File: config.mk
export PLATFORM = sky130hd
export DESIGN_NAME = memoryControl
export DESIGN_NICKNAME = d
export VERILOG_FILES = /design/src/source/cpuMemPkg.sv /design/src/source/memoryControl.sv
export SDC_FILE = /design/constraint.sdc
export NUM_CORES = 1
export LEC_CHECK = 0
export ABC_CLOCK_PERIOD_IN_PS = 1300
export BUFFER_PORTS_ARGS = -buffer_cell sky130_fd_sc_hd__buf_2
export CORE_AREA = 2 2 104 106
export CTS_CLUSTER_DIAMETER = 40
export DETAILED_ROUTE_END_ITERATION = 8
export DIE_AREA = 0 0 106 108
export MAX_ROUTING_LAYER = met4
export PLACE_DENSITY_LB_ADDON = 0.1
export SLEW_MARGIN = 15
export SYNTH_ARGS = -nofsm -noshare
export SYNTH_HDL_FRONTEND = slang
export SYNTH_SLANG_ARGS = --single-unit
File: constraint.sdc
create_clock -name CLK -period 1.3 [get_ports CLK]
set_input_delay 0.195 -clock CLK [delete_from_list [all_inputs] [get_ports CLK]]
set_output_delay 0.195 -clock CLK [all_outputs]
set_load 0.02 [all_outputs]
File: src/source/cpuMemPkg.sv
//******************************
// cpu memory package
// word type, address split and the
// enums used on the memory side
//******************************
`default_nettype none

package cpuMemPkg;

  // one data or address word
  typedef logic [31:0] wordT;

  // byte address bits below the word index
  localparam int byteOffsetBits = 2;

  // cache controller: serving hits or waiting on memory
  typedef enum logic
  {
    IDLE,
    MISS
  } cacheStateT;

  // operation presented to the ram
  typedef enum logic [1:0]
  {
    MEM_IDLE,
    MEM_IFETCH,
    MEM_DLOAD,
    MEM_DSTORE
  } memOpT;

  // ram progress through one access
  typedef enum logic [1:0]
  {
    FREE,
    BUSY,
    ACCESS
  } ramStateT;

endpackage

`default_nettype wire
File: src/source/memoryControl.sv
//******************************
// memory controller
// puts both cache ports on one ram
// port, data side first
//******************************
`default_nettype none

module memoryControl (
  input  logic                CLK,
  input  logic                nRST,
  input  logic                iRen,
  input  cpuMemPkg::wordT     iAddr,
  input  logic                dRen,
  input  logic                dWen,
  input  cpuMemPkg::wordT     dAddr,
  input  cpuMemPkg::wordT     dStore,
  output cpuMemPkg::wordT     iLoad,
  output logic                iWait,
  output cpuMemPkg::wordT     dLoad,
  output logic                dWait,
  output cpuMemPkg::memOpT    ramOp,
  output cpuMemPkg::wordT     ramAddr,
  output cpuMemPkg::wordT     ramStore,
  input  cpuMemPkg::wordT     ramLoad,
  input  cpuMemPkg::ramStateT ramState
);

  logic dReq;
  logic serveData;
  logic serveInstr;
  logic locked;
  logic lockData;
  logic ramDone;

  assign dReq    = dRen || dWen;
  assign ramDone = (ramState == cpuMemPkg::ACCESS);

  // once started, an access keeps its port until ram finishes
  assign serveData  = dReq && (!locked || lockData);
  assign serveInstr = iRen && (locked ? !lockData : !dReq);

  always_comb
  begin
    ramOp = cpuMemPkg::MEM_IDLE;
    if (serveData)
      ramOp = dWen ? cpuMemPkg::MEM_DSTORE : cpuMemPkg::MEM_DLOAD;
    else if (serveInstr)
      ramOp = cpuMemPkg::MEM_IFETCH;
  end

  assign ramAddr  = serveData ? dAddr : iAddr;
  assign ramStore = dStore;

  // port not being served sees wait high
  assign dWait = !(serveData && ramDone);
  assign iWait = !(serveInstr && ramDone);
  assign dLoad = ramLoad;
  assign iLoad = ramLoad;

  always_ff @(posedge CLK or negedge nRST)
  begin
    if (!nRST)
    begin
      locked   <= 1'b0;
      lockData <= 1'b0;
    end
    else if (ramDone)
      locked <= 1'b0;
    else if (serveData || serveInstr)
    begin
      locked   <= 1'b1;
      lockData <= serveData;
    end
  end

  // caches hold their address until the access ends
  assert property (@(posedge CLK) disable iff (!nRST)
    (ramOp != cpuMemPkg::MEM_IDLE) && !ramDone |=> $stable(ramAddr));

endmodule

`default_nettype wire

Word-level counts from Yosys, hierarchy flattened
Cells that the tools add are included.
Word-level totals
  register bits: 2
  word-level logic and storage cells: 25
  output and inout bits: 132
  input port bits: 135
Operators by class
  bitwise gates (word level): 1
  muxes and demuxes: 7
  equality and inequality tests: 1
  reduce and logical (&&, ||, !) cells: 14
Operators with widths (number)
  $mux 32: 1
  $logic_not 1->1: 5
  $mux 1: 5
  $logic_and 1x1->1: 4
  $logic_or 1x1->1: 3
  $eq 2x2->1 const B: 1
  $mux 2: 1
  $reduce_and 2->1: 1
  $reduce_bool 2->1: 1
  $not 1->1: 1

Longest topological paths before layout
  word-level depth: 7
  mapped depth: 5
  mapped depth without buffers: 4

Worst setup path before layout
OpenSTA, ideal clock, no wires.
  kind: register to output
  from: register lockData
  to: output ramAddr[10]
  stages on the path, launching flop included: 5
  buffers on the path: 1
  path slack: -0.128 ns
  required time: 1.105 ns
  arrival time: 1.233 ns
  cells stage by stage: dfrtp_1 nand2b_2 o21ai_4 buf_8 mux2_4
On the way
  longest elaborated chain between the ends: 3
RTL lines
  start, declared: RTL line memoryControl.sv:32  | logic lockData;
  start signal, assigned: RTL line memoryControl.sv:72  | lockData <= serveData;
  $logic_or 1x1->1: RTL line memoryControl.sv:39  | assign serveData = dReq && (!locked || lockData);
  $logic_and 1x1->1: RTL line memoryControl.sv:39
  $mux 32: RTL line memoryControl.sv:51  | assign ramAddr = serveData ? dAddr : iAddr;
  end, declared: RTL line memoryControl.sv:22  | output cpuMemPkg::wordT ramAddr,
No other way between the ends.

Worst setup path after layout
  from: register lockData
  to: output ramAddr[7]
Same word-level chain as after synthesis.

==> metrics <==
Mapped Area=1380 um^2; antenna violations before repair=0; CP max stage cell=dfrtp_1; crit end category=primary output; Residual DRC=0; setup slack, reg-to-reg=roughly 0.11 ns; Post-synth EDFFs=0; Die X=between 100 and 150 um; core area=roughly 10000 um^2; Synth Net Count=between 200 and 300; top post-synthesis cells by count=97 x buf_4, 27 x mux2_4, 5 x mux2_2; H-tree Lvls=1; Top Ports=around 270; Final period util=134%; Placed Area=around 1400 um^2; class of the worst hold path=in -> async; fin. max-slew vios=0; RePlAce Congestion=0.611; slew at the pin closest to its max-slew limit=approximately 0.33 ns; final core occ=between 10% and 20%; Post-synth top flop=dfrtp_1; Final Power=1190 uW; top cells by area, synth=buf_4 53%, mux2_4 29%, mux2_2 4.1%; top-area cell type share of the netlist area=between 50% and 60%; DRT iter0 DRCs=9; GRT Total Usage=roughly 5.2%; vias per cell=3.11; Die Y=between 100 and 150 um; Worst Path Arrival=about 1.5 ns; FF-to-FF path depth=6; status=finished with violations; FILL cells=between 1k and 1.5k; syn_area_per_cell=around 9.3 um^2; pre-CTS WS=-0.242 ns; DP Cell Count=roughly 300; Clock Skews=between 0.0001 and 0.00015 ns; slowest cell delay on critical path=around 0.36 ns; CP Class=reg -> out; maximum clock frequency=576 MHz; Initial Util=13.4%; post-route antenna net violation count=0; family with the most delay on the worst path=buffers and inverters; Total Nets Final=311; Cell Rows=37; Worst Path Required=approximately 1.1 ns; Post-Syn Instances=~150; max cap viols=0; clock sink count=2; clk slew on worst S/H paths=0.03 ns; routed length per instance=10.4 um; post-synth top area cell=buf_4; final hold vios=0; LEAKAGE=between 0.0009 and 0.001 uW; layout cells sized above 1=93.1%; crit path cell chain=nand2b_4 -> o21ai_4 -> buf_12 -> buf_16 -> mux2_4 -> buf_6; sequential-to-total area share from yosys stat=3.64%; pin count of the biggest net entering global routing=8; crit start category=flop; cell with the most instances after synthesis=buf_4; Worst Setup Slack, final=-0.437 ns; vias in the first global route=between 1k and 1.5k; gr ovfl total=0; RR Startpoint=lockData; failing checks=setup timing; worst vdd ir=around 0.19 mV; Final Setup Violations=36; via count=about 960; post-layout min period=between 1.5 and 2 ns; number of synthesized register bits=2; First-pass DRT Iterations=3; fraction of registers with async set/reset=100%; final non-filler cell total=310; Post-Layout Inst Area=approximately 1800 um^2; Clk Latency, worst-skew pair=about 0.21 ns; first-pass GRT wire length=between 4000 and 5000 um; Max clock buf depth=2; CP Buf/Inv Count=3; number of CTS-inserted buffers=3; clk root buf=clkbuf_8; P&R area growth vs syn=34.1%; Yosys cell types=16; unrepaired setup endpoints after global routing=yes; Ys Warns=0; reg2reg end=lockData; full die area=approximately 11000 um^2; CP max FO=7; PD cells=643 nW/um^2; aggregate routed wire length=approximately 3200 um; TritonCTS clock tree=done; antenna cells=0; IO buf count=about 110; Slew Limit Headroom=between 70% and 80%
## registers in the layout, indices dropped and copies added (netlist names)
register,count
locked,1
lockData,1
## timing repair
action / 4_1_cts / 5_1_grt
setup endpoints to repair: 36 / 37
hold buffers: 1 / 0
buffers inserted: 5 / 1
endpoints found under the hold margin: 2 / 0
pin swaps: 0 / 1
gates resized for setup: 86 / 4
cloned: 2 / 0
## metrics by stage
stage / setup TNS, ns / hold slack (ns)
6_report: -14.49 / 0.306
5_1_grt: -16.56 / 0.320
4_1_cts: -14.99 / 0.301
3_5_place_dp: -6.75 / -0.0131
3_3_place_gp: -6.89 / -0.0140
2_1_floorplan: -1.87 / -0.101
## area by class of cell
cell class                 instances  area (um^2)  area share (%)
timing repair buffer             123          995            53.9
inverter                           1         6.26           0.339
multi-input combinational         45          582            31.5
clock buffer                       3         41.3            2.24
sequential                         2         50.0            2.71
tap                              136          170            9.23
## layout by cell type, fill, tap and decap left out
| cell | instances |
|---|---|
| buf_6 | 39 |
| buf_8 | 1 |
| clkbuf_8 | 3 |
| mux2_4 | 32 |
| nor2_1 | 1 |
| nand4_1 | 1 |
| nor2b_1 | 1 |
| a22o_4 | 1 |
| nand2_2 | 1 |
| o21ai_4 | 1 |
| inv_4 | 1 |
| o21ai_0 | 1 |
| nand2b_4 | 1 |
| o21ai_1 | 2 |
| buf_2 | 70 |
| dlygate4sd3_1 | 1 |
| buf_12 | 4 |
| buf_16 | 2 |
| dfrtp_1 | 2 |
| buf_4 | 6 |
| nand2b_1 | 1 |
| nand2_1 | 1 |
| nor4_1 | 1 |
## layer usage
| metal | vias to the layer above | track usage [%] | wire length, um |
|---|---|---|---|
| met3 | 25 | 1.99 | 459 |
| met5 | - | - | 0 |
| met4 | 0 | 3.57 | 121 |
| met1 | 395 | 4.84 | 1020 |
| met2 | 102 | 9.03 | 1620 |
| li1 | 441 | - | - |
## where the power goes
part | internal [uW] | switching (uW) | total (uW)
sequential | 66.8 | 3.10 | 69.9
combinational | 536 | 342 | 878
clock | 195 | 42.9 | 238
## worst max-delay path by stage
stage	slack (ns)	depth (start not counted)	endpoint	from
2_1_floorplan	-0.07	4	ramAddr[10]	lockData
3_3_place_gp	-0.24	5	ramAddr[30]	lockData
3_5_place_dp	-0.24	5	ramAddr[1]	lockData
4_1_cts	-0.46	6	ramAddr[1]	lockData
5_1_grt	-0.50	6	ramAddr[3]	lockData
6_report	-0.44	6	ramAddr[7]	lockData
## cell families (layout without fill, tap and decap cells)
family,count (synthesis),after routing,synth area share [%]
compound gates,5,5,3.00
buf+inv,101,127,56.5
flops,2,2,3.64
mux,32,32,33.6
simple gates,8,8,3.28
(Power assumes the default switching activity.)
