`config.mk`:
```
export PLATFORM = sky130hd
export DESIGN_NAME = caches
export DESIGN_NICKNAME = d
export VERILOG_FILES = /design/src/source/cpuMemPkg.sv /design/src/source/caches.sv /design/src/source/dcache.sv /design/src/source/icache.sv
export SDC_FILE = /design/constraint.sdc
export NUM_CORES = 2
export LEC_CHECK = 0
export BUFFER_PORTS_ARGS = -buffer_cell sky130_fd_sc_hd__buf_2
export CORE_MARGIN = 2
export CORE_UTILIZATION = 55
export CTS_CLUSTER_DIAMETER = 200
export DETAILED_ROUTE_END_ITERATION = 16
export PLACE_DENSITY_LB_ADDON = 0.15
export SYNTH_ARGS = -nofsm -noshare
export SYNTH_HDL_FRONTEND = slang
export SYNTH_SLANG_ARGS = --single-unit
```
`constraint.sdc`:
```
create_clock -name CLK -period 8.5 [get_ports CLK]
set_clock_uncertainty 0.15 [all_clocks]
set_input_delay 0.85 -clock CLK [delete_from_list [all_inputs] [get_ports CLK]]
set_output_delay 0.85 -clock CLK [all_outputs]
set_load 0.005 [all_outputs]
```
`src/source/cpuMemPkg.sv`:
```
//******************************
// cpu memory package
// word type, address split and the
// enums used on the memory side
//******************************
`default_nettype none

package cpuMemPkg;

  // one data or address word
  typedef logic [31:0] wordT;

  // byte address bits below the word index
  localparam int byteOffsetBits = 2;

  // cache controller: serving hits or waiting on memory
  typedef enum logic
  {
    IDLE,
    MISS
  } cacheStateT;

  // operation presented to the ram
  typedef enum logic [1:0]
  {
    MEM_IDLE,
    MEM_IFETCH,
    MEM_DLOAD,
    MEM_DSTORE
  } memOpT;

  // ram progress through one access
  typedef enum logic [1:0]
  {
    FREE,
    BUSY,
    ACCESS
  } ramStateT;

endpackage

`default_nettype wire
```
`src/source/caches.sv`:
```
//******************************
// caches
// instruction and data cache pair,
// fetch hold and halt flush
//******************************
`default_nettype none

module caches #(
  parameter int iCacheSets = 16,
  parameter int dCacheSets = 16
) (
  input  logic            CLK,
  input  logic            nRST,
  input  logic            imemRen,
  input  cpuMemPkg::wordT imemAddr,
  output cpuMemPkg::wordT imemLoad,
  output logic            iHit,
  input  logic            dmemRen,
  input  logic            dmemWen,
  input  cpuMemPkg::wordT dmemAddr,
  input  cpuMemPkg::wordT dmemStore,
  output cpuMemPkg::wordT dmemLoad,
  output logic            dHit,
  input  logic            halt,
  output logic            flushed,
  output logic            iRen,
  output cpuMemPkg::wordT iAddr,
  output logic            dRen,
  output logic            dWen,
  output cpuMemPkg::wordT dAddr,
  output cpuMemPkg::wordT dStore,
  input  cpuMemPkg::wordT iLoad,
  input  logic            iWait,
  input  cpuMemPkg::wordT dLoad,
  input  logic            dWait
);

  cpuMemPkg::wordT icLoad;
  cpuMemPkg::wordT lastInstr;
  logic            dBusy;
  logic            invalidate;
  logic            flushDone;

  icache #(.iCacheSets(iCacheSets)) icache_i (
    .CLK        (CLK),
    .nRST       (nRST),
    .imemRen    (imemRen),
    .imemAddr   (imemAddr),
    .invalidate (invalidate),
    .imemLoad   (icLoad),
    .iHit       (iHit),
    .iRen       (iRen),
    .iAddr      (iAddr),
    .iLoad      (iLoad),
    .iWait      (iWait)
  );

  dcache #(.dCacheSets(dCacheSets)) dcache_i (
    .CLK        (CLK),
    .nRST       (nRST),
    .dmemRen    (dmemRen),
    .dmemWen    (dmemWen),
    .dmemAddr   (dmemAddr),
    .dmemStore  (dmemStore),
    .invalidate (invalidate),
    .dmemLoad   (dmemLoad),
    .dHit       (dHit),
    .busy       (dBusy),
    .dRen       (dRen),
    .dWen       (dWen),
    .dAddr      (dAddr),
    .dStore     (dStore),
    .dLoad      (dLoad),
    .dWait      (dWait)
  );

  // stalled pipeline re-reads the last fetched word
  assign imemLoad = iHit ? icLoad : lastInstr;

  always_ff @(posedge CLK or negedge nRST)
  begin
    if (!nRST)
      lastInstr <= '0;
    else if (iHit)
      lastInstr <= icLoad;
  end

  // clear both caches once the data side is quiet
  assign invalidate = halt && !dBusy;
  assign flushed    = halt && flushDone;

  always_ff @(posedge CLK or negedge nRST)
  begin
    if (!nRST)
      flushDone <= 1'b0;
    else
      flushDone <= halt && !dBusy;
  end

  // no data traffic once the flush is done
  assert property (@(posedge CLK) disable iff (!nRST) flushed |-> !dBusy);

endmodule

`default_nettype wire

```
`src/source/dcache.sv`:
```
//******************************
// data cache
// direct mapped, write through,
// no allocate on a store miss
//******************************
`default_nettype none

module dcache #(
  parameter int dCacheSets = 16
) (
  input  logic            CLK,
  input  logic            nRST,
  input  logic            dmemRen,
  input  logic            dmemWen,
  input  cpuMemPkg::wordT dmemAddr,
  input  cpuMemPkg::wordT dmemStore,
  input  logic            invalidate,
  output cpuMemPkg::wordT dmemLoad,
  output logic            dHit,
  output logic            busy,
  output logic            dRen,
  output logic            dWen,
  output cpuMemPkg::wordT dAddr,
  output cpuMemPkg::wordT dStore,
  input  cpuMemPkg::wordT dLoad,
  input  logic            dWait
);

  localparam int idxBits = $clog2(dCacheSets);
  localparam int tagBits = 32 - idxBits - cpuMemPkg::byteOffsetBits;

  cpuMemPkg::cacheStateT state;
  logic [dCacheSets-1:0] valid;
  logic [tagBits-1:0]    tags [dCacheSets];
  cpuMemPkg::wordT       lines [dCacheSets];

  logic [idxBits-1:0] idx;
  logic [tagBits-1:0] tag;
  logic               tagHit;
  logic               fillNow;
  logic               storeDone;

  assign idx    = dmemAddr[cpuMemPkg::byteOffsetBits +: idxBits];
  assign tag    = dmemAddr[31 -: tagBits];
  assign tagHit = valid[idx] && (tags[idx] == tag);

  // loads go out only on a miss, stores always
  assign dRen   = (state == cpuMemPkg::MISS) || (dmemRen && !tagHit);
  assign dWen   = dmemWen;
  assign dAddr  = dmemAddr;
  assign dStore = dmemStore;
  assign busy   = dRen || dWen;

  assign fillNow   = dRen && !dWait;
  assign storeDone = dWen && !dWait;

  assign dHit     = (dmemRen && tagHit) || fillNow || storeDone;
  assign dmemLoad = fillNow ? dLoad : lines[idx];

  // MISS only tracks loads; a store is held by the datapath itself
  always_ff @(posedge CLK or negedge nRST)
  begin
    if (!nRST)
      state <= cpuMemPkg::IDLE;
    else if (dRen && dWait)
      state <= cpuMemPkg::MISS;
    else
      state <= cpuMemPkg::IDLE;
  end

  always_ff @(posedge CLK or negedge nRST)
  begin
    if (!nRST)
      valid <= '0;
    else if (invalidate)
      valid <= '0;
    else if (fillNow)
      valid[idx] <= 1'b1;
  end

  always_ff @(posedge CLK)
  begin
    if (fillNow)
    begin
      tags[idx]  <= tag;
      lines[idx] <= dLoad;
    end
    else if (storeDone && tagHit)
      // keep a cached copy in step with memory
      lines[idx] <= dmemStore;
  end

  // one kind of memory access at a time
  assert property (@(posedge CLK) disable iff (!nRST) !(dRen && dWen));

endmodule

`default_nettype wire

```
`src/source/icache.sv`:
```
//******************************
// instruction cache
// direct mapped, read only, one word
// per line, fills on a miss
//******************************
`default_nettype none

module icache #(
  parameter int iCacheSets = 16
) (
  input  logic            CLK,
  input  logic            nRST,
  input  logic            imemRen,
  input  cpuMemPkg::wordT imemAddr,
  input  logic            invalidate,
  output cpuMemPkg::wordT imemLoad,
  output logic            iHit,
  output logic            iRen,
  output cpuMemPkg::wordT iAddr,
  input  cpuMemPkg::wordT iLoad,
  input  logic            iWait
);

  localparam int idxBits = $clog2(iCacheSets);
  localparam int tagBits = 32 - idxBits - cpuMemPkg::byteOffsetBits;

  cpuMemPkg::cacheStateT state;
  logic [iCacheSets-1:0] valid;
  logic [tagBits-1:0]    tags [iCacheSets];
  cpuMemPkg::wordT       lines [iCacheSets];

  logic [idxBits-1:0] idx;
  logic [tagBits-1:0] tag;
  logic               tagHit;
  logic               fillNow;

  assign idx    = imemAddr[cpuMemPkg::byteOffsetBits +: idxBits];
  assign tag    = imemAddr[31 -: tagBits];
  assign tagHit = valid[idx] && (tags[idx] == tag);

  // request goes out in the first miss cycle and is held after that
  assign iRen    = (state == cpuMemPkg::MISS) || (imemRen && !tagHit);
  assign iAddr   = imemAddr;
  assign fillNow = iRen && !iWait;

  // a fill answers the fetch in the same cycle
  assign iHit     = (imemRen && tagHit) || fillNow;
  assign imemLoad = fillNow ? iLoad : lines[idx];

  always_ff @(posedge CLK or negedge nRST)
  begin
    if (!nRST)
      state <= cpuMemPkg::IDLE;
    else if (iRen && iWait)
      state <= cpuMemPkg::MISS;
    else
      state <= cpuMemPkg::IDLE;
  end

  always_ff @(posedge CLK or negedge nRST)
  begin
    if (!nRST)
      valid <= '0;
    else if (invalidate)
      valid <= '0;
    else if (fillNow)
      valid[idx] <= 1'b1;
  end

  always_ff @(posedge CLK)
  begin
    if (fillNow)
    begin
      tags[idx]  <= tag;
      lines[idx] <= iLoad;
    end
  end

  // miss request and its address must hold until memory answers
  assert property (@(posedge CLK) disable iff (!nRST)
    iRen && iWait |=> iRen && $stable(iAddr));

endmodule

`default_nettype wire

```
Word-level counts from Yosys, hierarchy flattened
Memories as Yosys holds them, arrays and structs flattened.
Index checks and enable logic that the tools add are counted.
- eq/ne operators: 2
- bitwise operators: 3
- reduce and logical (&&, ||, !) cells: 29
- muxes and demuxes: 25
- magnitude comparators: 4
- operator list (cell ; number):
    32-bit two-way mux ; 4
    16-bit two-way mux ; 4
    26-bit == test ; 2
    16-bit bitwise OR ; 2
    1-bit logical AND ; 16
    1-bit two-way mux ; 13
    4-bit by 5-bit less-than comparator with 1-bit output, second input constant ; 2
    1-bit binary-select mux with 4-bit select ; 2
    1-bit demux with 4-bit select ; 2
    4-bit by 1-bit greater-or-equal comparator with 1-bit output, second input constant ; 2
    1-bit logical OR ; 6
    1-bit logical NOT ; 5
    2-bit nonzero test ; 2
    1-bit bitwise OR ; 1
- register bits: 67
- output and inout bits: 166
- memory bits (writable): 1856
- logic and storage cells: 73
- memories kept: 4
- input port bits: 168
- memories (name ; depth ; bits a word ; read ports ; clocked after Yosys merged registers in ; wr ports ; line ; source):
    dcache_i.lines ; 16 ; 32 ; 1 ; 0 ; 1 ; dcache.sv:35 ; cpuMemPkg::wordT lines [dCacheSets];
    icache_i.lines ; 16 ; 32 ; 1 ; 0 ; 1 ; icache.sv:30 ; cpuMemPkg::wordT lines [iCacheSets];
    dcache_i.tags ; 16 ; 26 ; 1 ; 0 ; 1 ; dcache.sv:34 ; logic [tagBits-1:0] tags [dCacheSets];
    icache_i.tags ; 16 ; 26 ; 1 ; 0 ; 1 ; icache.sv:29 ; logic [tagBits-1:0] tags [iCacheSets];

Logic depth before layout (Yosys ltp)
- depth in word-level cells: 10
- depth in mapped cells: 17
- depth with buffers taken out: 9

Modules after synthesis
A second synthesis with hierarchy kept.
- cells, all modules: 3659
- area, all modules: 78178.7 sq um
- by module, submodules not included (module ; seq. area each (sq um) ; area an instance (sq um) ; times used ; cells each):
    dcache ; 28292.1 ; 38796.0 ; 1 ; 1860
    icache ; 28292.1 ; 38000.2 ; 1 ; 1728
    caches ; 825.8 ; 1382.6 ; 1 ; 71

Worst setup path before layout
Ideal clock, no wire load.
- path kind: input to register
- start point: input imemAddr[2]
- end point: memory icache_i.lines[0][0] (netlist name), enable pin
- slack: -0.796 ns
- setup time: 0.620 ns
- buffers on the path: 4
- data required time: 7.730 ns
- arrival time: 8.525 ns
- cell stages on the path: 11
- path through: buf_6 buf_6 buf_4 buf_2 mux4_2 mux2i_1 xnor2_1 nor4_1 o21ai_0 o311ai_4 nor4_1
- word-level cells in the longest chain between the ends: 9
- elaborated cells on any way between the ends: 11
- classes of those cells: 1 x eq/ne; 4 x mux; 5 x reduce/logical; 1 x memory
- ends and longest elaborated chain (what ; line ; source):
    start, declared ; caches.sv:15 ; input cpuMemPkg::wordT imemAddr,
    memory 16 x 26 bit / 1-bit binary-select mux with 4-bit select (equally long branches) ; -- ;
    26-bit == test / 1-bit two-way mux (equally long branches) ; icache.sv:39 ; assign tagHit = valid[idx] && (tags[idx] == tag);
    1-bit logical AND ; icache.sv:39 ;
    1-bit logical NOT ; icache.sv:42 ; assign iRen = (state == cpuMemPkg::MISS) || (imemRen && !tagHit);
    1-bit logical AND ; icache.sv:42 ;
    1-bit logical OR ; icache.sv:42 ;
    1-bit logical AND ; icache.sv:44 ; assign fillNow = iRen && !iWait;
    1-bit two-way mux ; icache.sv:72 ; if (fillNow)
    1-bit two-way mux (implied by the code) ; icache.sv:75 ; lines[idx] <= iLoad;
    end, declared ; icache.sv:30 ;
Several ways; a longest one is shown, not always the timed one. The select of a mux whose other input is x is not followed.

Worst setup path in the final report
- start point: input dmemAddr[2]
- end point: output dmemLoad[19]
- word-level cells in the longest chain between the ends: 8
- elaborated cells on any way between the ends: 11
- classes of those cells: 1 x eq/ne; 3 x mux; 5 x reduce/logical; 2 x memory
- ends and longest elaborated chain (what ; line ; source):
    start, declared ; caches.sv:20 ; input cpuMemPkg::wordT dmemAddr,
    memory 16 x 26 bit / 1-bit binary-select mux with 4-bit select (equally long branches) ; -- ;
    26-bit == test / 1-bit two-way mux (equally long branches) ; dcache.sv:45 ; assign tagHit = valid[idx] && (tags[idx] == tag);
    1-bit logical AND ; dcache.sv:45 ;
    1-bit logical NOT ; dcache.sv:48 ; assign dRen = (state == cpuMemPkg::MISS) || (dmemRen && !tagHit);
    1-bit logical AND ; dcache.sv:48 ;
    1-bit logical OR ; dcache.sv:48 ;
    1-bit logical AND ; dcache.sv:54 ; assign fillNow = dRen && !dWait;
    32-bit two-way mux (*) ; dcache.sv:58 ; assign dmemLoad = fillNow ? dLoad : lines[idx];
    end, declared ; caches.sv:22 ; output cpuMemPkg::wordT dmemLoad,
Mark *: on every way between the ends. The rest lies on a longest branch, timed or not. The select of a mux whose other input is x is not followed.

==> results summary <==
In this design, the largest share of critical-path delay is due to simple AND/OR/NAND/NOR gates. For this run, the share of the core covered by cells in the final layout is 62.1%. The top-area cell type share of the netlist area is 73.0%. The critical path goes through buf_8 -> nand2_1 -> a211oi_1 -> nor4_1 -> nor4_1 -> a31o_2 -> o2111ai_1 -> o32ai_4 -> buf_4 -> or2_2 -> mux2_2 -> buf_2. The final antenna diode count is 0.

The number of buffers created by CTS is 191. The clock latency reported for the late side of the worst-skew pair came out at 0.79 ns. Data on the critical path is required at its endpoint by 7.50 ns. The total of warnings raised by yosys is 0. The buffers inserted during post-CTS setup optimization came out at 0. 334 I/O pins were placed. TritonCTS built the clock tree. The met2 layer usage reported by global route is 42.8%. The routing usage on met3 is 4.22%. The largest total area in the synthesized netlist belongs to sky130_fd_sc_hd__edfxtp_1.

The startpoint-to-endpoint class of the critical path is input pin to primary output. The number of violations of the max-capacitance limit is 0. In the global route stage, overall resource usage came out at 24.7%. The starting utilization of the core area is 55.5%. The full die area is 0.142 mm2. The final instance area is 0.0855 mm2. After the first detailed-routing iteration, the DRC count stood at 3517.

After synthesis, the largest family of logic cells by area is multiplexers. The number of max-slew violations in the final report is 0. The number of buffers on the longest clock path is 3.

The number of nets with antenna violations after routing is 0. Fill cells in the final layout number 9290. STA classifies the critical path startpoint as an input pin. The detailed placement HPWL came out at 93.7 mm. The stage delay of the slowest cell on the critical path came out at 0.77 ns. In this run the static leakage power is 27.7 nW. The multi-input combinational cells in the finished layout cover a total of 0.0174 mm2. The cell depth of the worst flop-to-flop path is 9. The area fraction in compound gates after synthesis is 2.33%. The register area came out at 0.0574 mm2.

The xor and xnor fraction of the mapped netlist area came out at 0.562%. The count of endpoints failing setup in the final report is 0. In the synthesized netlist the async set-or-reset flop fraction comes to 3.48%.

The transition time at the pin with the least slew margin is 1.17 ns. The clock transition time at the flip-flop clock pins of the worst setup and hold paths is 0.06 ns. The setup slack of the worst register-to-register path is 3.38 ns. By instance count, the cell type seen most on the critical path is sky130_fd_sc_hd__nor4_1. Summing the areas of all fa, ha and maj instances in the mapped netlist gives 0% of the synthesized area. Measured against its own limit, the worst slew margin works out to 21.8%. The via count of the first global-routing pass came out at 38.5k. The cell chosen for the clock root is sky130_fd_sc_hd__clkbuf_16.

Power comes to 19.7 mW. The share of cells above drive strength 1 is 33.5%. The worst hold path belongs to the class input pin to flop. The number of levels the H-tree was split into is 4. The congestion estimate from routability-driven global placement came to 0.857. The register area share after synthesis is 75.2%. Data on the critical path arrives at its endpoint at 5.86 ns. The wire length of the first global-routing pass is 254 mm. The height of the chip is 377 um.

The placed standard-cell area is 0.0796 mm2. The worst hold slack is 0.211 ns. The routed design has 173 mm of wire. Subtracting the final worst setup slack from the clock period gives 6.86 ns.

The count of nets after finishing came out at 4015. In the routed design, unresolved DRC markers number 0. Dividing the detail-routed via count by the number of cells gives 6.30. The critical path capture point type is a primary output.

The maximum achievable frequency is 0.146 GHz. The count of input and output buffers came out at 325. The number of vias after detailed routing came out at 36.5k. The quantity of hold-fixing buffers added after cts is 1. The largest net degree at the start of global routing came out at 112. The average cell area after synthesis is 21.8 um2. The initial antenna violation count was 10.

Setup repair after global routing left no endpoint under its margin. The flow ran to the end, and the final reports show no timing, DRC or antenna violations. The synthesized area came out at 0.0764 mm2.

The floorplan step set the die width to 377 um. Row generation in the floorplan step produced 136 rows. Among all cell types in the netlist, the one instantiated most often is sky130_fd_sc_hd__edfxtp_1. The met1 layer usage reported by global route came out at 32.4%. Yosys mapped a number of flops with a built-in enable equal to 1856. In this run the most used layer during global routing was met2.

The number of buffer and inverter stages on the critical path came out at 3. The number of iterations in the first detailed-routing pass is 8. The cell type of the slowest stage on the worst timing path is sky130_fd_sc_hd__or2_2. By count the netlist is led by sky130_fd_sc_hd__edfxtp_1, sky130_fd_sc_hd__mux4_2, sky130_fd_sc_hd__mux2i_1, sky130_fd_sc_hd__buf_4, sky130_fd_sc_hd__mux2_2. After floorplanning, the core was sized to cover 0.138 mm2. The average wire per standard cell is 29.9 um. The worst hold path terminates at icache_i.state. The net count after synthesis came out at 3673. The post-synthesis sequential element count is 1923. The worst hold path begins at iWait. The number of cells traversed by the worst hold path came out at 2.

In this run, post-CTS repair resized a total of 0 instances. The unique cell type count in the Yosys netlist is 81. The worst path uses 80.7% of the clock period. The number of placed instances with taps included came out at 5447. The total number of clock tree sinks came out at 1923. In this run the critical register-to-register path is launched from dcache_i.tags[11][20]. Summed over all layers, the global routing overflow is 0.

The worst-case vdd ir drop is 0.000203 V. The area growth from synthesis to layout came out at 11.9%. The share of synthesized cell area in and, or, nand and nor gates came out at 1.75%. Synthesis produced 3505 cells. The count of endpoints failing hold in the final timing report came out at 0. The maximum fanout along the worst path is 75. The endpoint identified for the worst register-to-register timing path is dcache_i.lines[1][11]. The filler-free cell count of the finished design came out at 5786. The mux share of post-synthesis cell area came out at 17.8%.

The total power density per cell area came out at 230 mW/mm2. The most used flip-flop cell after synthesis is sky130_fd_sc_hd__edfxtp_1. After synthesis, the cell types taking the most area are sky130_fd_sc_hd__edfxtp_1, sky130_fd_sc_hd__mux4_2, sky130_fd_sc_hd__dfrtp_1.
stage by stage:
stage | TNS (ns) | worst slack (ns)
2_1_floorplan | -186.64 | -0.796
3_3_place_gp | 0 | 1.81
3_5_place_dp | 0 | 1.70
4_1_cts | 0 | 1.65
5_1_grt | 0 | 1.34
6_report | 0 | 1.64
layout make-up:
| cell class | instances | area share, % |
|---|---|---|
| clock buffer | 253 | 6.10 |
| clock inverter | 85 | 0.771 |
| inverter | 30 | 0.132 |
| multi-input combinational | 1284 | 20.4 |
| sequential | 1923 | 67.2 |
| tap | 1794 | 2.63 |
| timing repair buffer | 417 | 2.80 |
power by group:
part           leakage [nW]  internal [mW]  switching (mW)
Combinational          7.30          0.484           0.698
Sequential             17.6           10.5          0.0347
Clock                  2.87           4.55            3.38
state kept, by name, summed over array words and instances (netlist names):
name            flops
icache_i.lines    512
lastInstr          32
dcache_i.tags     416
dcache_i.valid     16
dcache_i.state      1
flushDone           1
icache_i.tags     416
dcache_i.lines    512
icache_i.state      1
icache_i.valid     16
cell families after synthesis:
kind of cell / Yosys count
flip-flops: 1923
multiplexers: 734
buffers and inverters: 298
AND/OR/NAND/NOR: 263
AO/OA/AOI/OAI: 238
XOR/XNOR: 49
worst max-delay path by stage:
stage | from | end | depth (start not counted)
floorplan | imemAddr[2] | icache_i.lines[0][0] | 11
global placement | dmemAddr[2] | dmemLoad[18] | 11
detailed placement | dmemAddr[2] | dmemLoad[21] | 11
CTS | dmemAddr[2] | dmemLoad[21] | 12
global route | dmemAddr[2] | dmemLoad[19] | 12
finish | dmemAddr[2] | dmemLoad[19] | 12
routing by layer:
metal / routed length, um / vias to the layer above
met5: 101 / -
met4: 4580 / 16
met3: 11400 / 343
met2: 89500 / 1408
met1: 67200 / 19400
li1: - / 15300
cell usage in the layout (no fill, tap or decap), types with 30 or more instances in the layout:
cell / n
sky130_fd_sc_hd__a21oi_2: 30
sky130_fd_sc_hd__clkbuf_16: 197
sky130_fd_sc_hd__mux4_2: 481
sky130_fd_sc_hd__nor2_1: 59
sky130_fd_sc_hd__mux2i_1: 148
sky130_fd_sc_hd__buf_4: 92
sky130_fd_sc_hd__mux2_2: 92
sky130_fd_sc_hd__clkinv_2: 31
sky130_fd_sc_hd__clkinv_1: 34
sky130_fd_sc_hd__edfxtp_1: 1856
sky130_fd_sc_hd__nand2_1: 43
sky130_fd_sc_hd__clkbuf_1: 49
sky130_fd_sc_hd__o21a_1: 33
sky130_fd_sc_hd__dfrtp_1: 67
sky130_fd_sc_hd__buf_2: 317
Power figures use the tool's default switching activity.
